[config.mk]
export PLATFORM = sky130hd
export DESIGN_NAME = bam_burst_issuer
export DESIGN_NICKNAME = d
export VERILOG_FILES = /design/src/hw/bam_pkg.sv /design/src/hw/bam_burst_issuer.sv
export SDC_FILE = /design/constraint.sdc
export NUM_CORES = 1
export LEC_CHECK = 0
export BUFFER_PORTS_ARGS = -buffer_cell sky130_fd_sc_hd__buf_2
export CAP_MARGIN = 20
export CORE_AREA = 2 2 142 144
export DETAILED_ROUTE_END_ITERATION = 16
export DIE_AREA = 0 0 144 146
export HOLD_SLACK_MARGIN = 0.06
export PLACE_DENSITY = 0.6
export SYNTH_ARGS = -nofsm -noshare
export SYNTH_HDL_FRONTEND = slang
export SYNTH_SLANG_ARGS = --single-unit
[constraint.sdc]
create_clock -name clk -period 9.35 [get_ports clk]
set_input_delay 2.3375 -clock clk [delete_from_list [all_inputs] [get_ports clk]]
set_output_delay 2.3375 -clock clk [all_outputs]
set_load 0.02 [all_outputs]
[src/hw/bam_pkg.sv]
//------------------------------
// avalon-mm master bridge package
// shared widths, constants and bundle types
//------------------------------

package bam_pkg;

  // ------------------------------
  // widths
  // ------------------------------
  localparam int BAM_DATA_W     = 64;
  localparam int BAM_BE_W       = BAM_DATA_W / 8;
  localparam int BAM_ADDR_W     = 32;
  localparam int BAM_BURST_W    = 4;
  // one data word is 8 bytes
  localparam int BAM_ALIGN_BITS = 3;

  // ------------------------------
  // constants
  // ------------------------------
  // returned for reads that fall outside the window
  localparam logic [BAM_DATA_W-1:0] BAM_POISON_WORD = {2{32'hDEAD_0ADD}};
  // free completion entries required before a command may start
  localparam int BAM_CREDIT_MARGIN = 16;

  // ------------------------------
  // types
  // ------------------------------
  typedef enum logic [1:0] {
    IDLE,
    POP_CMD,
    WR,
    RD
  } bam_state_e;

  // one entry of the command fifo
  typedef struct packed {
    logic                   is_wr;
    logic [BAM_ADDR_W-1:0]  addr;
    logic [BAM_BURST_W-1:0] burst;
    logic [BAM_BE_W-1:0]    rd_be;
  } bam_cmd_t;

  // one entry of the write data fifo
  typedef struct packed {
    logic [BAM_DATA_W-1:0] data;
    logic [BAM_BE_W-1:0]   be;
  } bam_wdata_t;

  // sequencer output, one per cycle
  typedef struct packed {
    logic       wr_beat;
    logic       rd_go;
    bam_cmd_t   cmd;
    bam_wdata_t wdata;
  } bam_beat_t;

  typedef struct packed {
    logic                   write;
    logic                   read;
    logic [BAM_ADDR_W-1:0]  addr;
    logic [BAM_BURST_W-1:0] burst;
    logic [BAM_DATA_W-1:0]  wdata;
    logic [BAM_BE_W-1:0]    be;
  } bam_req_t;

  typedef struct packed {
    logic                  err;
    logic [BAM_DATA_W-1:0] data;
  } bam_cpl_t;

endpackage

[src/hw/bam_burst_issuer.sv]
//------------------------------
// burst issuer
// registers avalon requests, checks the address window
// and merges read returns with poison beats
//------------------------------

`timescale 1ns/1ns

module bam_burst_issuer
  import bam_pkg::*;
#(
  parameter int WIN_BITS = 15
) (
  input  logic                   clk,
  input  logic                   srst_reg,
  input  bam_beat_t              beat_i,
  input  logic [BAM_DATA_W-1:0]  readdata_i,
  input  logic                   readdatavalid_i,
  input  logic [1:0]             response_i,
  output bam_req_t               req_o,
  output logic                   cpl_wr_valid_o,
  output bam_cpl_t               cpl_wr_data_o,
  output logic                   rd_issue_o,
  output logic [BAM_BURST_W-1:0] rd_burst_o,
  output logic                   busy_o
);

  // wide enough for every read beat the credit check lets through
  localparam int RD_CNT_W = 12;

  logic                   out_of_range;
  logic [BAM_ADDR_W-1:0]  addr_aligned;
  logic [RD_CNT_W-1:0]    rd_pend_q;
  logic [RD_CNT_W-1:0]    rd_add;
  logic [BAM_BURST_W-1:0] poison_cnt_q;
  logic                   poison_go;
  logic                   poison_wr_q;

  // any address bit at or above the window size is out of range
  assign out_of_range = |beat_i.cmd.addr[BAM_ADDR_W-1:WIN_BITS];
  assign addr_aligned = {beat_i.cmd.addr[BAM_ADDR_W-1:BAM_ALIGN_BITS],
                         {BAM_ALIGN_BITS{1'b0}}};

  // ------------------------------
  // request register
  // ------------------------------
  always_ff @(posedge clk) begin
    if (srst_reg) begin
      req_o.write <= 1'b0;
      req_o.read  <= 1'b0;
    end else begin
      req_o.write <= beat_i.wr_beat & ~out_of_range;
      req_o.read  <= beat_i.rd_go & ~out_of_range;
    end
    req_o.addr  <= addr_aligned;
    req_o.burst <= beat_i.cmd.burst;
    req_o.wdata <= beat_i.wdata.data;
    if (beat_i.rd_go) begin
      req_o.be <= beat_i.cmd.rd_be;
    end else if (out_of_range) begin
      req_o.be <= '0;
    end else begin
      req_o.be <= beat_i.wdata.be;
    end
  end

  // every read goes to the credit monitor, issued or not
  assign rd_issue_o = beat_i.rd_go;
  assign rd_burst_o = beat_i.cmd.burst;

  // ------------------------------
  // outstanding bus reads
  // ------------------------------
  assign rd_add = (beat_i.rd_go && !out_of_range) ? RD_CNT_W'(beat_i.cmd.burst) : '0;

  always_ff @(posedge clk) begin
    if (srst_reg) begin
      rd_pend_q <= '0;
    end else begin
      rd_pend_q <= rd_pend_q + rd_add - RD_CNT_W'(readdatavalid_i);
    end
  end

  // poison beats go out only once the bus has drained, keeping order
  assign poison_go = (poison_cnt_q != '0) && (rd_pend_q == '0) && !readdatavalid_i;

  always_ff @(posedge clk) begin
    if (srst_reg) begin
      poison_cnt_q <= '0;
    end else if (beat_i.rd_go && out_of_range) begin
      poison_cnt_q <= beat_i.cmd.burst;
    end else if (poison_go) begin
      poison_cnt_q <= poison_cnt_q - 1'b1;
    end
  end

  // ------------------------------
  // completion stage
  // ------------------------------
  always_ff @(posedge clk) begin
    if (srst_reg) begin
      cpl_wr_valid_o <= 1'b0;
      poison_wr_q    <= 1'b0;
    end else begin
      cpl_wr_valid_o <= readdatavalid_i | poison_go;
      poison_wr_q    <= poison_go;
    end
    if (readdatavalid_i) begin
      cpl_wr_data_o.err  <= |response_i;
      cpl_wr_data_o.data <= readdata_i;
    end else begin
      cpl_wr_data_o.err  <= 1'b0;
      cpl_wr_data_o.data <= BAM_POISON_WORD;
    end
  end

  assign busy_o = (poison_cnt_q != '0) | poison_wr_q;

endmodule

==> results.rst <==
.. list-table::
   :header-rows: 1

   * - Metric
     - Value
   * - Number of resized instances in the post-cts repair step
     - 0
   * - Routed vias/inst
     - 3.86
   * - Crit end category
     - flip-flop
   * - Worst skew pair latency
     - 0.42 ns
   * - Highest attainable clock frequency
     - 181 MHz
   * - Core outline area
     - 19,300 sq um
   * - Net switching power of the design
     - 0.626 mW
   * - Die Wd
     - 144 um
   * - Number of antenna violations at the first check in global routing
     - 0
   * - Total non-filler cell area in the finished layout
     - 8120 sq um
   * - Worst setup path start
     - beat_i[107]
   * - Part of the power in combinational logic
     - 21.8%
   * - Grt ovf
     - 0
   * - Mean Syn Cell Area
     - 12.8 sq um
   * - Final net count
     - 1,002
   * - Total power consumption of the routed design
     - 2.08 mW
   * - Average wire per standard cell
     - 14.6 um
   * - Leak pwr
     - 3.98 nW
   * - Synth cell types
     - 41
   * - Commonest non-fill, non-tap cell in the layout
     - sky130_fd_sc_hd__buf_2
   * - Arrival time at the worst endpoint
     - 5.84 ns
   * - Reg area
     - 3800 sq um
   * - IO Count
     - 370
   * - Vias in the first global route
     - 3,965
   * - Die area
     - 21,000 sq um
   * - Cell internal pwr
     - 1.45 mW
   * - End point of the critical path
     - rd_pend_q[10]
   * - CTS Buf Count
     - 17
   * - Worst relative slew slack
     - 49.9%
   * - Worst path max stage delay
     - 0.66 ns
   * - Commonest non-fill, non-tap cells in the layout
     - sky130_fd_sc_hd__buf_2 (362), sky130_fd_sc_hd__dfxtp_1 (190), sky130_fd_sc_hd__nand2b_1 (40), sky130_fd_sc_hd__and2_1 (26), sky130_fd_sc_hd__inv_1 (24)
   * - Placed Area
     - 7490 sq um
   * - Run status
     - complete, no violations
   * - Cell Area, Synth
     - 5430 sq um
   * - Number of DRC violations after detailed routing
     - 0
   * - Kind of launch point of the worst setup path
     - input port
   * - Fin. max-slew vios
     - 0
   * - Post-synthesis to final-layout area growth
     - 49.4%
   * - Critical path fanouts, max
     - 6
   * - Required time at the endpoint of the critical path
     - 9.67 ns
   * - Count of final setup violators
     - 0
   * - Final routed wirelength across all metal layers
     - 15,600 um
   * - Smallest hold slack
     - 0.602 ns
   * - Proportion of power drawn by the clock network
     - 35.4%
   * - Worst Setup Slack, final
     - 3.83 ns
   * - Maximum capacitance violations
     - 0
   * - Sequential fraction of design power
     - 42.9%
   * - Placer congestion estimate
     - 0.790
   * - Effective utilization at floorplan
     - 28.1%
   * - Library cell used as clock root buffer
     - sky130_fd_sc_hd__clkbuf_16
   * - Worst setup timing slack at the placement stage
     - 3.38 ns
   * - Max rail drop VDD
     - 146 uV
   * - Layout cell share with drive strength beyond 1
     - 50.3%
   * - Path depth of the worst reg2reg path
     - 9
   * - Type of the worst min-delay path
     - flip-flop to flip-flop
   * - Buffer levels on the longest clock path
     - 2
   * - First-pass GRT wire length
     - 22,500 um
   * - Final hold violation count
     - 0
   * - Non-filler cells in the finished layout
     - 1,070
   * - Multi-input combinational cell area
     - 1450 sq um
   * - Final critical delay including setup and external delays
     - 5.52 ns
   * - Reg-to-Reg Start
     - rd_pend_q[1]
   * - CTS tree
     - built
   * - Clock tree sinks
     - 190
   * - Power density relative to cell area
     - 256 nW/um^2
   * - Register area share after synthesis
     - 70.0%
   * - Detailed placement HPWL
     - 12,400 um
   * - Port buffer count
     - 362
   * - Share of the cycle needed by the critical path after routing
     - 59.1%
   * - Cells after DPL
     - 1,038
   * - Vertical extent of the die
     - 146 um
   * - Sw frac
     - 30.2%
   * - DRC marker count from the first detailed-route iteration
     - 117
   * - Pin count of the biggest net entering global routing
     - 70
   * - Actual slew at the worst max-slew pin
     - 0.746 ns
   * - # Post-CTS Setup Buffers
     - 0
   * - Level count of the clock H-tree
     - 4
   * - DR pass1 iterations
     - 4
   * - Number of register bits inferred by synthesis
     - 190
   * - Crit Reg-Reg Endpoint
     - rd_pend_q[11]
   * - Worst-case clock skew
     - 0.00985 ns
   * - GRT Overall Usage
     - 14.4%
   * - Setup tns final
     - 0 ns
   * - Mapped Cells
     - 426
   * - Final Core Density
     - 42.0%
   * - Count of warnings emitted by yosys
     - 0
   * - Total inserted antenna cells
     - 0
   * - Worst-path cell with the longest stage delay
     - sky130_fd_sc_hd__nor3_1
   * - RSZ-0062 raised after global routing
     - no
   * - Number of nets still failing antenna checks after routing
     - 0
   * - Share of synthesized flip-flops with an asynchronous set or reset
     - 0%
   * - Dominant register cell in the synthesized netlist
     - sky130_fd_sc_hd__dfxtp_1
   * - Clock transition time at the flip-flop clock pins of the worst setup and hold paths
     - 0.08 ns
   * - Total vias in the final route
     - 4,134
   * - Post-synth EDFFs
     - 0
   * - Number of fill cells
     - 1,916
   * - Worst reg-to-reg setup slack
     - 6.93 ns
   * - Core Rows
     - 51
   * - Worst-path cell chain
     - buf_2 > nor4_1 > nand2_1 > nor3_1 > nand3_1 > ha_1 > inv_1 > ha_1 > fa_1 > a211oi_1 > o21bai_1 > nand3_1 > a22o_1 > mux2_2
   * - Cts hold-fix bufs
     - 0
   * - Worst setup path category
     - input port to flip-flop
[worst max-delay path: cells and delay by family]
family	cells	cell delay [ns]
simple gates	5	1.47
fa+ha+maj	3	0.96
compound gates	3	0.62
mux	1	0.32
buf+inv	2	0.14
[cell families (layout without fill, tap and decap cells)]
group                    count (synthesis)  count (layout)  synth area share, %
flip-flops                             190             190                 70.0
AND/OR/NAND/NOR                        119             119                 13.3
buffers and inverters                   42             419                 3.45
AO/OA/AOI/OAI                           39              39                 5.66
adder cells (fa/ha/maj)                 22              22                 5.20
XOR/XNOR                                 8               8                 1.29
multiplexers                             5               5                0.990
other                                    1               3               0.0690
[cell usage after synthesis (2+ instances only)]
| cell type | n | area share, % |
|---|---|---|
| sky130_fd_sc_hd__a211oi_1 | 6 | 0.83 |
| sky130_fd_sc_hd__o21bai_1 | 4 | 0.55 |
| sky130_fd_sc_hd__o21ai_0 | 4 | 0.37 |
| sky130_fd_sc_hd__a21oi_1 | 5 | 0.46 |
| sky130_fd_sc_hd__a22o_1 | 9 | 1.5 |
| sky130_fd_sc_hd__xor2_1 | 3 | 0.48 |
| sky130_fd_sc_hd__nor4_1 | 4 | 0.46 |
| sky130_fd_sc_hd__and2_1 | 26 | 3.0 |
| sky130_fd_sc_hd__ha_1 | 21 | 4.8 |
| sky130_fd_sc_hd__nand2_1 | 5 | 0.35 |
| sky130_fd_sc_hd__nor2_1 | 21 | 1.5 |
| sky130_fd_sc_hd__nand3_1 | 5 | 0.46 |
| sky130_fd_sc_hd__inv_1 | 24 | 1.7 |
| sky130_fd_sc_hd__mux2i_1 | 2 | 0.37 |
| sky130_fd_sc_hd__nand2b_1 | 40 | 4.6 |
| sky130_fd_sc_hd__nor2b_1 | 4 | 0.46 |
| sky130_fd_sc_hd__dfxtp_1 | 190 | 70 |
| sky130_fd_sc_hd__nor3b_1 | 2 | 0.28 |
| sky130_fd_sc_hd__a21o_1 | 3 | 0.41 |
| sky130_fd_sc_hd__xnor2_1 | 5 | 0.81 |
| sky130_fd_sc_hd__mux2_2 | 3 | 0.62 |
| sky130_fd_sc_hd__buf_4 | 8 | 1.1 |
| sky130_fd_sc_hd__nor3_1 | 5 | 0.46 |
| sky130_fd_sc_hd__clkbuf_1 | 10 | 0.69 |
[per-layer routing]
metal / up-vias / wire length (um) / global-route usage [%]
met5: - / 0 / 0
met4: 0 / 187 / 4.51
met3: 17 / 1410 / 5.56
met2: 162 / 8010 / 26.0
met1: 1848 / 6040 / 15.4
li1: 2107 / - / -
[power by group through the flow]
| stage | clock (mW) | combinational [mW] | sequential, mW |
|---|---|---|---|
| 3_3_place_gp | 0 | 0.452 | 0.907 |
| 4_1_cts | 0.761 | 0.458 | 0.890 |
| 5_1_grt | 0.794 | 0.509 | 0.897 |
| 2_1_floorplan | 0 | 0.271 | 0.959 |
| 6_report | 0.734 | 0.452 | 0.889 |
| 3_5_place_dp | 0 | 0.456 | 0.908 |
[area by class of cell]
| class | count | share of cell area (%) |
|---|---|---|
| flip-flops and latches | 190 | 46.9 |
| repair buffers | 363 | 22.4 |
| multi-input cells | 196 | 17.9 |
| clock buffers | 18 | 5.41 |
| well taps | 265 | 4.08 |
| clock inverters | 14 | 2.27 |
| inverters | 24 | 1.11 |
[sequential cells by signal (all words and copies together), names as in the netlist]
signal / flops
cpl_wr_data_o: 65
cpl_wr_valid_o: 1
poison_cnt_q: 4
poison_wr_q: 1
rd_pend_q: 12
req_o: 107
[worst min-delay path by stage]
stage | end | cells after the start | from
2_1_floorplan | rd_pend_q[0] | 2 | rd_pend_q[0]
3_3_place_gp | poison_cnt_q[3] | 2 | poison_cnt_q[3]
3_5_place_dp | rd_pend_q[0] | 2 | rd_pend_q[0]
4_1_cts | poison_cnt_q[3] | 2 | poison_cnt_q[3]
5_1_grt | poison_cnt_q[3] | 2 | poison_cnt_q[3]
6_report | rd_pend_q[0] | 2 | rd_pend_q[0]
Power figures use the tool's default switching activity.
