--- src/hw/bam_pkg.sv ---
//------------------------------
// avalon-mm master bridge package
// shared widths, constants and bundle types
//------------------------------

package bam_pkg;

  // ------------------------------
  // widths
  // ------------------------------
  localparam int BAM_DATA_W     = 64;
  localparam int BAM_BE_W       = BAM_DATA_W / 8;
  localparam int BAM_ADDR_W     = 32;
  localparam int BAM_BURST_W    = 4;
  // one data word is 8 bytes
  localparam int BAM_ALIGN_BITS = 3;

  // ------------------------------
  // constants
  // ------------------------------
  // returned for reads that fall outside the window
  localparam logic [BAM_DATA_W-1:0] BAM_POISON_WORD = {2{32'hDEAD_0ADD}};
  // free completion entries required before a command may start
  localparam int BAM_CREDIT_MARGIN = 16;

  // ------------------------------
  // types
  // ------------------------------
  typedef enum logic [1:0] {
    IDLE,
    POP_CMD,
    WR,
    RD
  } bam_state_e;

  // one entry of the command fifo
  typedef struct packed {
    logic                   is_wr;
    logic [BAM_ADDR_W-1:0]  addr;
    logic [BAM_BURST_W-1:0] burst;
    logic [BAM_BE_W-1:0]    rd_be;
  } bam_cmd_t;

  // one entry of the write data fifo
  typedef struct packed {
    logic [BAM_DATA_W-1:0] data;
    logic [BAM_BE_W-1:0]   be;
  } bam_wdata_t;

  // sequencer output, one per cycle
  typedef struct packed {
    logic       wr_beat;
    logic       rd_go;
    bam_cmd_t   cmd;
    bam_wdata_t wdata;
  } bam_beat_t;

  typedef struct packed {
    logic                   write;
    logic                   read;
    logic [BAM_ADDR_W-1:0]  addr;
    logic [BAM_BURST_W-1:0] burst;
    logic [BAM_DATA_W-1:0]  wdata;
    logic [BAM_BE_W-1:0]    be;
  } bam_req_t;

  typedef struct packed {
    logic                  err;
    logic [BAM_DATA_W-1:0] data;
  } bam_cpl_t;

endpackage

--- src/hw/bam_cmd_sequencer.sv ---
//------------------------------
// command sequencer
// pops command and write data fifos, one beat per cycle
//------------------------------

`timescale 1ns/1ns

module bam_cmd_sequencer
  import bam_pkg::*;
(
  input  logic       clk,
  input  logic       srst_reg,
  input  bam_cmd_t   cmd_i,
  input  logic       cmd_empty_i,
  input  logic       waitrequest_i,
  input  logic       credit_ok_i,
  input  logic       issuer_busy_i,
  output logic       cmd_pop_o,
  output logic       wdata_pop_o,
  output bam_beat_t  beat_o,
  input  bam_wdata_t wdata_i
);

  bam_state_e             state_q;
  bam_state_e             state_d;
  logic                   cmd_avail_q;
  logic                   wait_req_q;
  logic                   start_ok;
  bam_cmd_t               cmd_q;
  logic [BAM_BURST_W-1:0] beat_cnt_q;

  // start conditions are sampled one cycle ahead
  always_ff @(posedge clk) begin
    if (srst_reg) begin
      cmd_avail_q <= 1'b0;
      wait_req_q  <= 1'b0;
    end else begin
      cmd_avail_q <= ~cmd_empty_i;
      wait_req_q  <= waitrequest_i;
    end
  end

  assign start_ok = cmd_avail_q & ~wait_req_q & credit_ok_i & ~issuer_busy_i;

  // ------------------------------
  // state machine
  // ------------------------------
  always_ff @(posedge clk) begin
    if (srst_reg) begin
      state_q <= IDLE;
    end else begin
      state_q <= state_d;
    end
  end

  always_comb begin
    state_d = state_q;
    case (state_q)
      IDLE: begin
        if (start_ok) begin
          state_d = POP_CMD;
        end
      end
      // fifo head is valid here, decide on it directly
      POP_CMD: state_d = cmd_i.is_wr ? WR : RD;
      WR: begin
        if (beat_cnt_q == BAM_BURST_W'(1)) begin
          state_d = IDLE;
        end
      end
      RD:      state_d = IDLE;
      default: state_d = IDLE;
    endcase
  end

  // latch command and load write beat counter
  always_ff @(posedge clk) begin
    if (srst_reg) begin
      beat_cnt_q <= '0;
    end else if (state_q == POP_CMD) begin
      beat_cnt_q <= cmd_i.burst;
    end else if (state_q == WR) begin
      beat_cnt_q <= beat_cnt_q - 1'b1;
    end
  end

  always_ff @(posedge clk) begin
    if (state_q == POP_CMD) begin
      cmd_q <= cmd_i;
    end
  end

  assign cmd_pop_o      = (state_q == POP_CMD);
  assign wdata_pop_o    = (state_q == WR);
  assign beat_o.wr_beat = (state_q == WR);
  assign beat_o.rd_go   = (state_q == RD);
  assign beat_o.cmd     = cmd_q;
  assign beat_o.wdata   = wdata_i;

endmodule

--- config.mk ---
export PLATFORM = sky130hd
export DESIGN_NAME = bam_cmd_sequencer
export DESIGN_NICKNAME = d
export VERILOG_FILES = /design/src/hw/bam_pkg.sv /design/src/hw/bam_cmd_sequencer.sv
export SDC_FILE = /design/constraint.sdc
export NUM_CORES = 1
export LEC_CHECK = 0
export BUFFER_PORTS_ARGS = -buffer_cell sky130_fd_sc_hd__buf_2
export CAP_MARGIN = 20
export CORE_AREA = 2 2 95 97
export DETAILED_ROUTE_END_ITERATION = 10
export DIE_AREA = 0 0 97 99
export GPL_ROUTABILITY_DRIVEN = 0
export PLACE_DENSITY = 0.65
export SLEW_MARGIN = 20
export SYNTH_ARGS = -nofsm -noshare
export SYNTH_HDL_FRONTEND = slang
export SYNTH_SLANG_ARGS = --single-unit
--- constraint.sdc ---
create_clock -name clk -period 6.97 [get_ports clk]
set_input_delay 0 -clock clk [delete_from_list [all_inputs] [get_ports clk]]
set_output_delay 0 -clock clk [all_outputs]
set_load 0.02 [all_outputs]
==> results of run 1 <==
kinds of logic (layout without fill, tap and decap cells):
logic type / after synthesis / in the layout
AOI/OAI and AO/OA: 12 / 12
adders and majority gates: 6 / 6
buffers and inverters: 79 / 162
DFF: 53 / 53
muxes: 2 / 2
and+or+nand+nor: 19 / 19
worst register-to-register path, delay by kind of cell, from the launching register on:
family / cells / cell delay (ns)
and+or+nand+nor: 1 / 0.09
AOI/OAI and AO/OA: 2 / 0.43
buffers and inverters: 1 / 0.12
adders and majority gates: 1 / 0.62
DFF: 1 / 0.35
state kept, by name (all words and copies together), names as in the netlist:
| register | flops |
|---|---|
| beat_cnt_q | 4 |
| wait_req_q | 1 |
| cmd_avail_q | 1 |
| state_q | 2 |
| beat_o | 45 |
path summary, 6_finish.rpt:
path / endpoint / slack [ns]
setup / recovery: beat_cnt_q[3] / 5.26
hold / removal: beat_o[0] / 0.000009
setup reg to reg: beat_cnt_q[3] / 5.26
hold reg to reg: beat_cnt_q[2] / 0.51
per-stage QoR:
step | hold WS, ns | std cells | utilization (%) | power, uW
final | 0.00000888 | 362 | 35.8 | 920
after global routing | 0.0000310 | 362 | 35.8 | 966
after CTS | 0.000137 | 362 | 35.8 | 925
after detailed placement | 0.000137 | 304 | 28.9 | 735
after global placement | 0.000137 | 304 | 28.7 | 724
after floorplan | 0.0667 | 171 | - | 705
layer usage:
| layer | track usage, % | wire [um] | up-vias |
|---|---|---|---|
| met1 | 10.3 | 1870 | 666 |
| li1 | - | - | 673 |
| met5 | 0 | 0 | - |
| met4 | 4.66 | 131 | 0 |
| met3 | 9.29 | 1210 | 17 |
| met2 | 25.2 | 3610 | 139 |
synth_stat cells:
master     instances  area, um2
a22oi_4            1       21.3
o21ai_0            4       20.0
mux2i_1            2       20.0
a32o_2             1       11.3
a22o_1             1       8.76
buf_4             73        548
nor2b_1            3       18.8
nand2_1            4       15.0
nor3_1             2       10.0
edfxtp_1          45       1350
a21oi_1            3       15.0
and2_1             1       6.26
a211oi_1           2       15.0
nor3b_1            1       7.51
dfxtp_1            8        160
inv_1              5       18.8
buf_2              1       5.00
or3b_4             1       11.3
nor2_1             6       22.5
nand4bb_2          1       16.3
ha_1               6       75.1
cell usage in the layout, fill, tap and decap left out:
master,instances
a211oi_1,2
a21oi_1,3
a22o_1,1
a22oi_4,1
a32o_2,1
and2_1,1
buf_2,99
clkbuf_8,5
clkinv_2,1
clkinvlp_4,1
dfxtp_1,8
dlygate4sd3_1,50
edfxtp_1,45
ha_1,5
ha_4,1
inv_1,5
inv_6,1
mux2i_1,2
nand2_1,4
nand4bb_2,1
nor2_1,6
nor2b_1,3
nor3_1,2
nor3b_1,1
o21ai_0,4
or3b_4,1
repair_timing:
item / 4_1_cts / 5_1_grt
setup endpoints to repair: 0 / 0
hold buffers: 50 / 0
hold endpoints to repair: 50 / 0
buffers inserted: 0 / 0
final cells by class:
class	count	area [um2]
Tap cell	108	135
Clock inverter	3	21.3
Inverter	5	18.8
Fill cell	795	5490
Clock buffer	5	68.8
Timing Repair Buffer	149	996
Multi-Input combinational cell	39	307
Sequential cell	53	1510
power breakdown:
group / total [uW] / internal (uW) / switching (uW)
Sequential: 455 / 430 / 25.2
Clock: 171 / 71.4 / 99.8
Combinational: 293 / 114 / 179
Total: 920 / 616 / 304
==> impl_metrics.csv, run 1 <==
group,metric,value,unit
hold_path,hold_start,"wdata_i[0]",
clock_tree,cts-root-buf,"clkbuf_8",
worst_setup_path,cp.depth,5,
worst_setup_path,r2r_cells,5,
global_routing,grt_pass1_wl,9440,um
layout,antenna_cells,0,
layout,syn_to_final_growth,28.6,%
floorplan,fp.dieArea,9600,um2
placement,place_area,2470,um2
worst_setup_path,critPathBufInv,1,
placement,pre_cts_ws,5.26,ns
logic_synthesis,ys_seq_area_share,63.6,%
global_routing,grt_max_degree,60,
global_routing,overflow,0,
floorplan,dieWidth,97,um
worst_setup_path,end_kind,"register",
worst_setup_path,cp_max_fo,59,
power,p_leak,0.00126,uW
hold_path,hold_class,"in -> out",
logic_synthesis,synth_top_family_by_area,"buffers and inverters",
logic_synthesis,synth.area.mux_share,0.842,%
logic_synthesis,synthXorXnorAreaFrac,0,%
power,p_per_area,301,nW/um2
placement,port_buffers,99,
global_routing,grtUsageTotal,13.2,%
floorplan,die_h,99,um
status,outcome,"finished clean",
floorplan,initial_core_util,27.8,%
logic_synthesis,synth-simple-area-share,4.53,%
route,wl_per_cell,18.8,um
worst_setup_path,critical_path_class,"reg -> reg",
route,via_per_inst,4.13,
worst_setup_path,cp_top_family,"adder cells",
layout,fin_nets,382,
route,drt_iter0_markers,30,
clock_tree,cts_resized,0,
logic_synthesis,avgSynthCellArea,13.9,um2
power,peakVddDrop,0.113,mV
sta,relSlewSlack,52.7,%
route,drc,0,
clock_tree,clock_sinks,53,
global_routing,antenna_found_initial,0,
sta,hold_viol,0,
worst_setup_path,cp_slowest_cell,"ha_4",
route,drt-pass1-iter-count,4,
sta,fin_skew,0.00554,ns
route,ant_nets,0,
sta,fin_setup_tns,0,ns
sta,fin_crit_sh,24.5,%
logic_synthesis,synth_cell_types,21,
worst_setup_path,critPathArrivalTime,1.91,ns
logic_synthesis,syn-instance-count,171,
logic_synthesis,synthAdderAreaFrac,3.16,%
worst_setup_path,required,7.17,ns
worst_setup_path,crit_start,"state_q[1]",
layout,drive_above_1_share,44.1,%
global_routing,grt_pass1_vias,1465,
layout,finish.instance_area,3060,um2
clock_tree,cts.reportedPaths.clkPinSlew,0.10,ns
clock_tree,clkLatencyLatePin,0.30,ns
job,cap_violations,0,
sta,setup_violations,0,
clock_tree,cts_buffer_depth,2,
sta,worst_pin_slew,0.709,ns
hold_path,whs_path_depth,0,
worst_setup_path,reg2reg_from,"state_q[1]",
clock_tree,cts_tree,"yes",
logic_synthesis,synth_seq_cells,53,
sta,fmax,586,MHz
floorplan,rows,34,
logic_synthesis,synth_compound_area_share,3.84,%
floorplan,core,8550,um2
route,wl,6820,um
logic_synthesis,yosysWarnings,0,
route,vias,1495,
worst_setup_path,cpPeakStageDelay,0.62,ns
logic_synthesis,synth_area,2380,um2
sta,fin_ws,5.26,ns
logic_synthesis,synth_fp_nets,300,
clock_tree,htreeDepth,2,
placement,dp_hpwl,5050,um
sta,slew_violations,0,
clock_tree,cts_made_buffers,5,
floorplan,io_pins,244,
worst_setup_path,startpoint_type,"register",
worst_setup_path,path_cells,"inv_1 > ha_4 > nor2_1 > a22o_1 > a32o_2",
sta,min_period,1.71,ns
sta,rsz0062_at_grt,"no",
Note: power is estimated with default switching activity, not from simulation.
==> run 2: changes to the inputs <==
Settings changed: CORE_AREA 2 2 95 97 to 2 2 94 96, DIE_AREA 0 0 97 99 to 0 0 96 98, PLACE_DENSITY 0.65 to 0.66.
Clock period 6.97 ns to 1.7 ns, I/O delays scaled along.
==> impl_metrics.csv, run 2 (synthesized netlist as in run 1, its figures left out) <==
group,metric,value,unit
worst_setup_path,critPathBufInv,1,
sta,relSlewSlack,77.3,%
clock_tree,cts.reportedPaths.clkPinSlew,0.09,ns
sta,worst_pin_slew,0.340,ns
sta,slew_violations,0,
sta,min_period,1.45,ns
floorplan,fp.dieArea,9410,um2
route,drc,0,
layout,final_common_cell,"buf_2",
hold_path,hold_class,"in -> out",
worst_setup_path,reg2reg_from,"state_q[0]",
layout,fin_nets,383,
route,drt_iter0_markers,23,
route,vias,1478,
clock_tree,cts_made_buffers,5,
power,p_leak,0.00128,uW
clock_tree,cts_buffer_depth,2,
worst_setup_path,critical_path_class,"reg -> reg",
worst_setup_path,cp.depth,4,
sta,fin_crit_sh,85.2,%
layout,drive_above_1_share,43.9,%
worst_setup_path,cpPeakStageDelay,0.44,ns
placement,dp_hpwl,5240,um
clock_tree,cts_tree,"yes",
power,p_per_area,1260,nW/um2
layout,layout_common_cells,"buf_2, dlygate4sd3_1, edfxtp_1",
worst_setup_path,cp_max_fo,8,
sta,fin_setup_tns,0,ns
floorplan,die_h,98,um
route,ant_nets,0,
power,peakVddDrop,0.397,mV
clock_tree,cts-root-buf,"clkbuf_8",
floorplan,rows,34,
route,wl_per_cell,18.3,um
hold_path,hold_start,"wdata_i[13]",
clock_tree,clock_sinks,53,
sta,fin_skew,0.00846,ns
global_routing,grt_pass1_wl,8720,um
worst_setup_path,r2r_cells,4,
layout,antenna_cells,0,
route,drt-pass1-iter-count,4,
worst_setup_path,path_cells,"inv_1 > ha_1 > o21ai_0 > a32o_2",
sta,hold_viol,0,
hold_path,whs_path_depth,0,
global_routing,grtUsageTotal,13.0,%
worst_setup_path,startpoint_type,"register",
sta,setup_violations,0,
global_routing,overflow,0,
global_routing,grt_max_degree,33,
global_routing,grt_pass1_vias,1446,
floorplan,core,8470,um2
floorplan,dieWidth,96,um
route,wl,6660,um
placement,dp.cells,305,
floorplan,io_pins,244,
worst_setup_path,end_kind,"register",
layout,instances_no_fill,363,
worst_setup_path,r2r_end,"beat_cnt_q[3]",
clock_tree,post_cts_buffers,0,
worst_setup_path,cp_slowest_cell,"dfxtp_1",
layout,largest_reg_flops,45,
sta,fmax,691,MHz
hold_path,hold_end,"beat_o[13]",
job,cap_violations,0,
placement,port_buffers,99,
worst_setup_path,regToRegSetupSlack,0.25,ns
worst_setup_path,required,1.89,ns
layout,syn_to_final_growth,30.2,%
clock_tree,htreeDepth,2,
worst_setup_path,critPathArrivalTime,1.64,ns
clock_tree,clkLatencyLatePin,0.29,ns
status,outcome,"finished clean",
worst_setup_path,cp_top_family,"flip-flops",
global_routing,antenna_found_initial,0,
floorplan,initial_core_util,28.1,%
sta,rsz0062_at_grt,"no",
route,via_per_inst,4.07,
-- run 2: report_power, final --
group | leakage [uW] | total [uW] | internal [uW] | switching, uW
clock network | 0.0000552 | 795 | 437 | 358
logic | 0.000744 | 1230 | 502 | 727
registers | 0.000480 | 1860 | 1760 | 107
total | 0.00128 | 3890 | 2700 | 1190
-- run 2: cell type report --
class,count,area (um2)
Fill cell,785,5370
Sequential cell,53,1510
Timing Repair Buffer,150,1020
Multi-Input combinational cell,39,307
Tap cell,108,135
Clock buffer,6,72.6
Clock inverter,2,35.0
Inverter,5,18.8
-- run 2: repair_timing --
action / CTS / global route
hold endpoints to repair: 50 / 0
hold buffers: 50 / 0
setup endpoints to repair: 0 / 0
gates resized for setup: 0 / 0
-- run 2: worst max path at each step --
stage                     from       endpoint
floorplan           state_q[1]  beat_cnt_q[3]
global placement    state_q[0]  beat_cnt_q[3]
detailed placement  state_q[0]  beat_cnt_q[3]
CTS                 state_q[0]  beat_cnt_q[3]
global route        state_q[0]  beat_cnt_q[3]
finish              state_q[0]  beat_cnt_q[3]
-- run 2: metal layers --
layer / part of all wire, % / vias up / track usage, %
met5: 0 / - / 0
met4: 2.6 / 0 / 5.71
met3: 20 / 18 / 9.65
met2: 53 / 144 / 25.3
met1: 25 / 642 / 8.12
li1: - / 674 / -
-- run 2: through the flow --
stage | utilization, % | total power, uW | worst slack [ns] | area [um2] | hold slack (ns)
floorplan | - | 2900 | 0.0571 | 2390 | 0.0667
global placement | 29.4 | 3020 | 0.323 | 2490 | 0.000137
detailed placement | 29.4 | 3040 | 0.291 | 2490 | 0.000137
CTS | 36.6 | 3920 | 0.271 | 3100 | 0.000137
global route | 36.6 | 4110 | 0.190 | 3100 | 0.0000293
finish | 36.6 | 3890 | 0.252 | 3100 | 0.00000886
-- run 2: worst register-to-register path: stages, from the launching register on --
cell and delay, ns:
dfxtp_1 0.44, inv_1 0.10, ha_1 0.42, o21ai_0 0.13, a32o_2 0.27
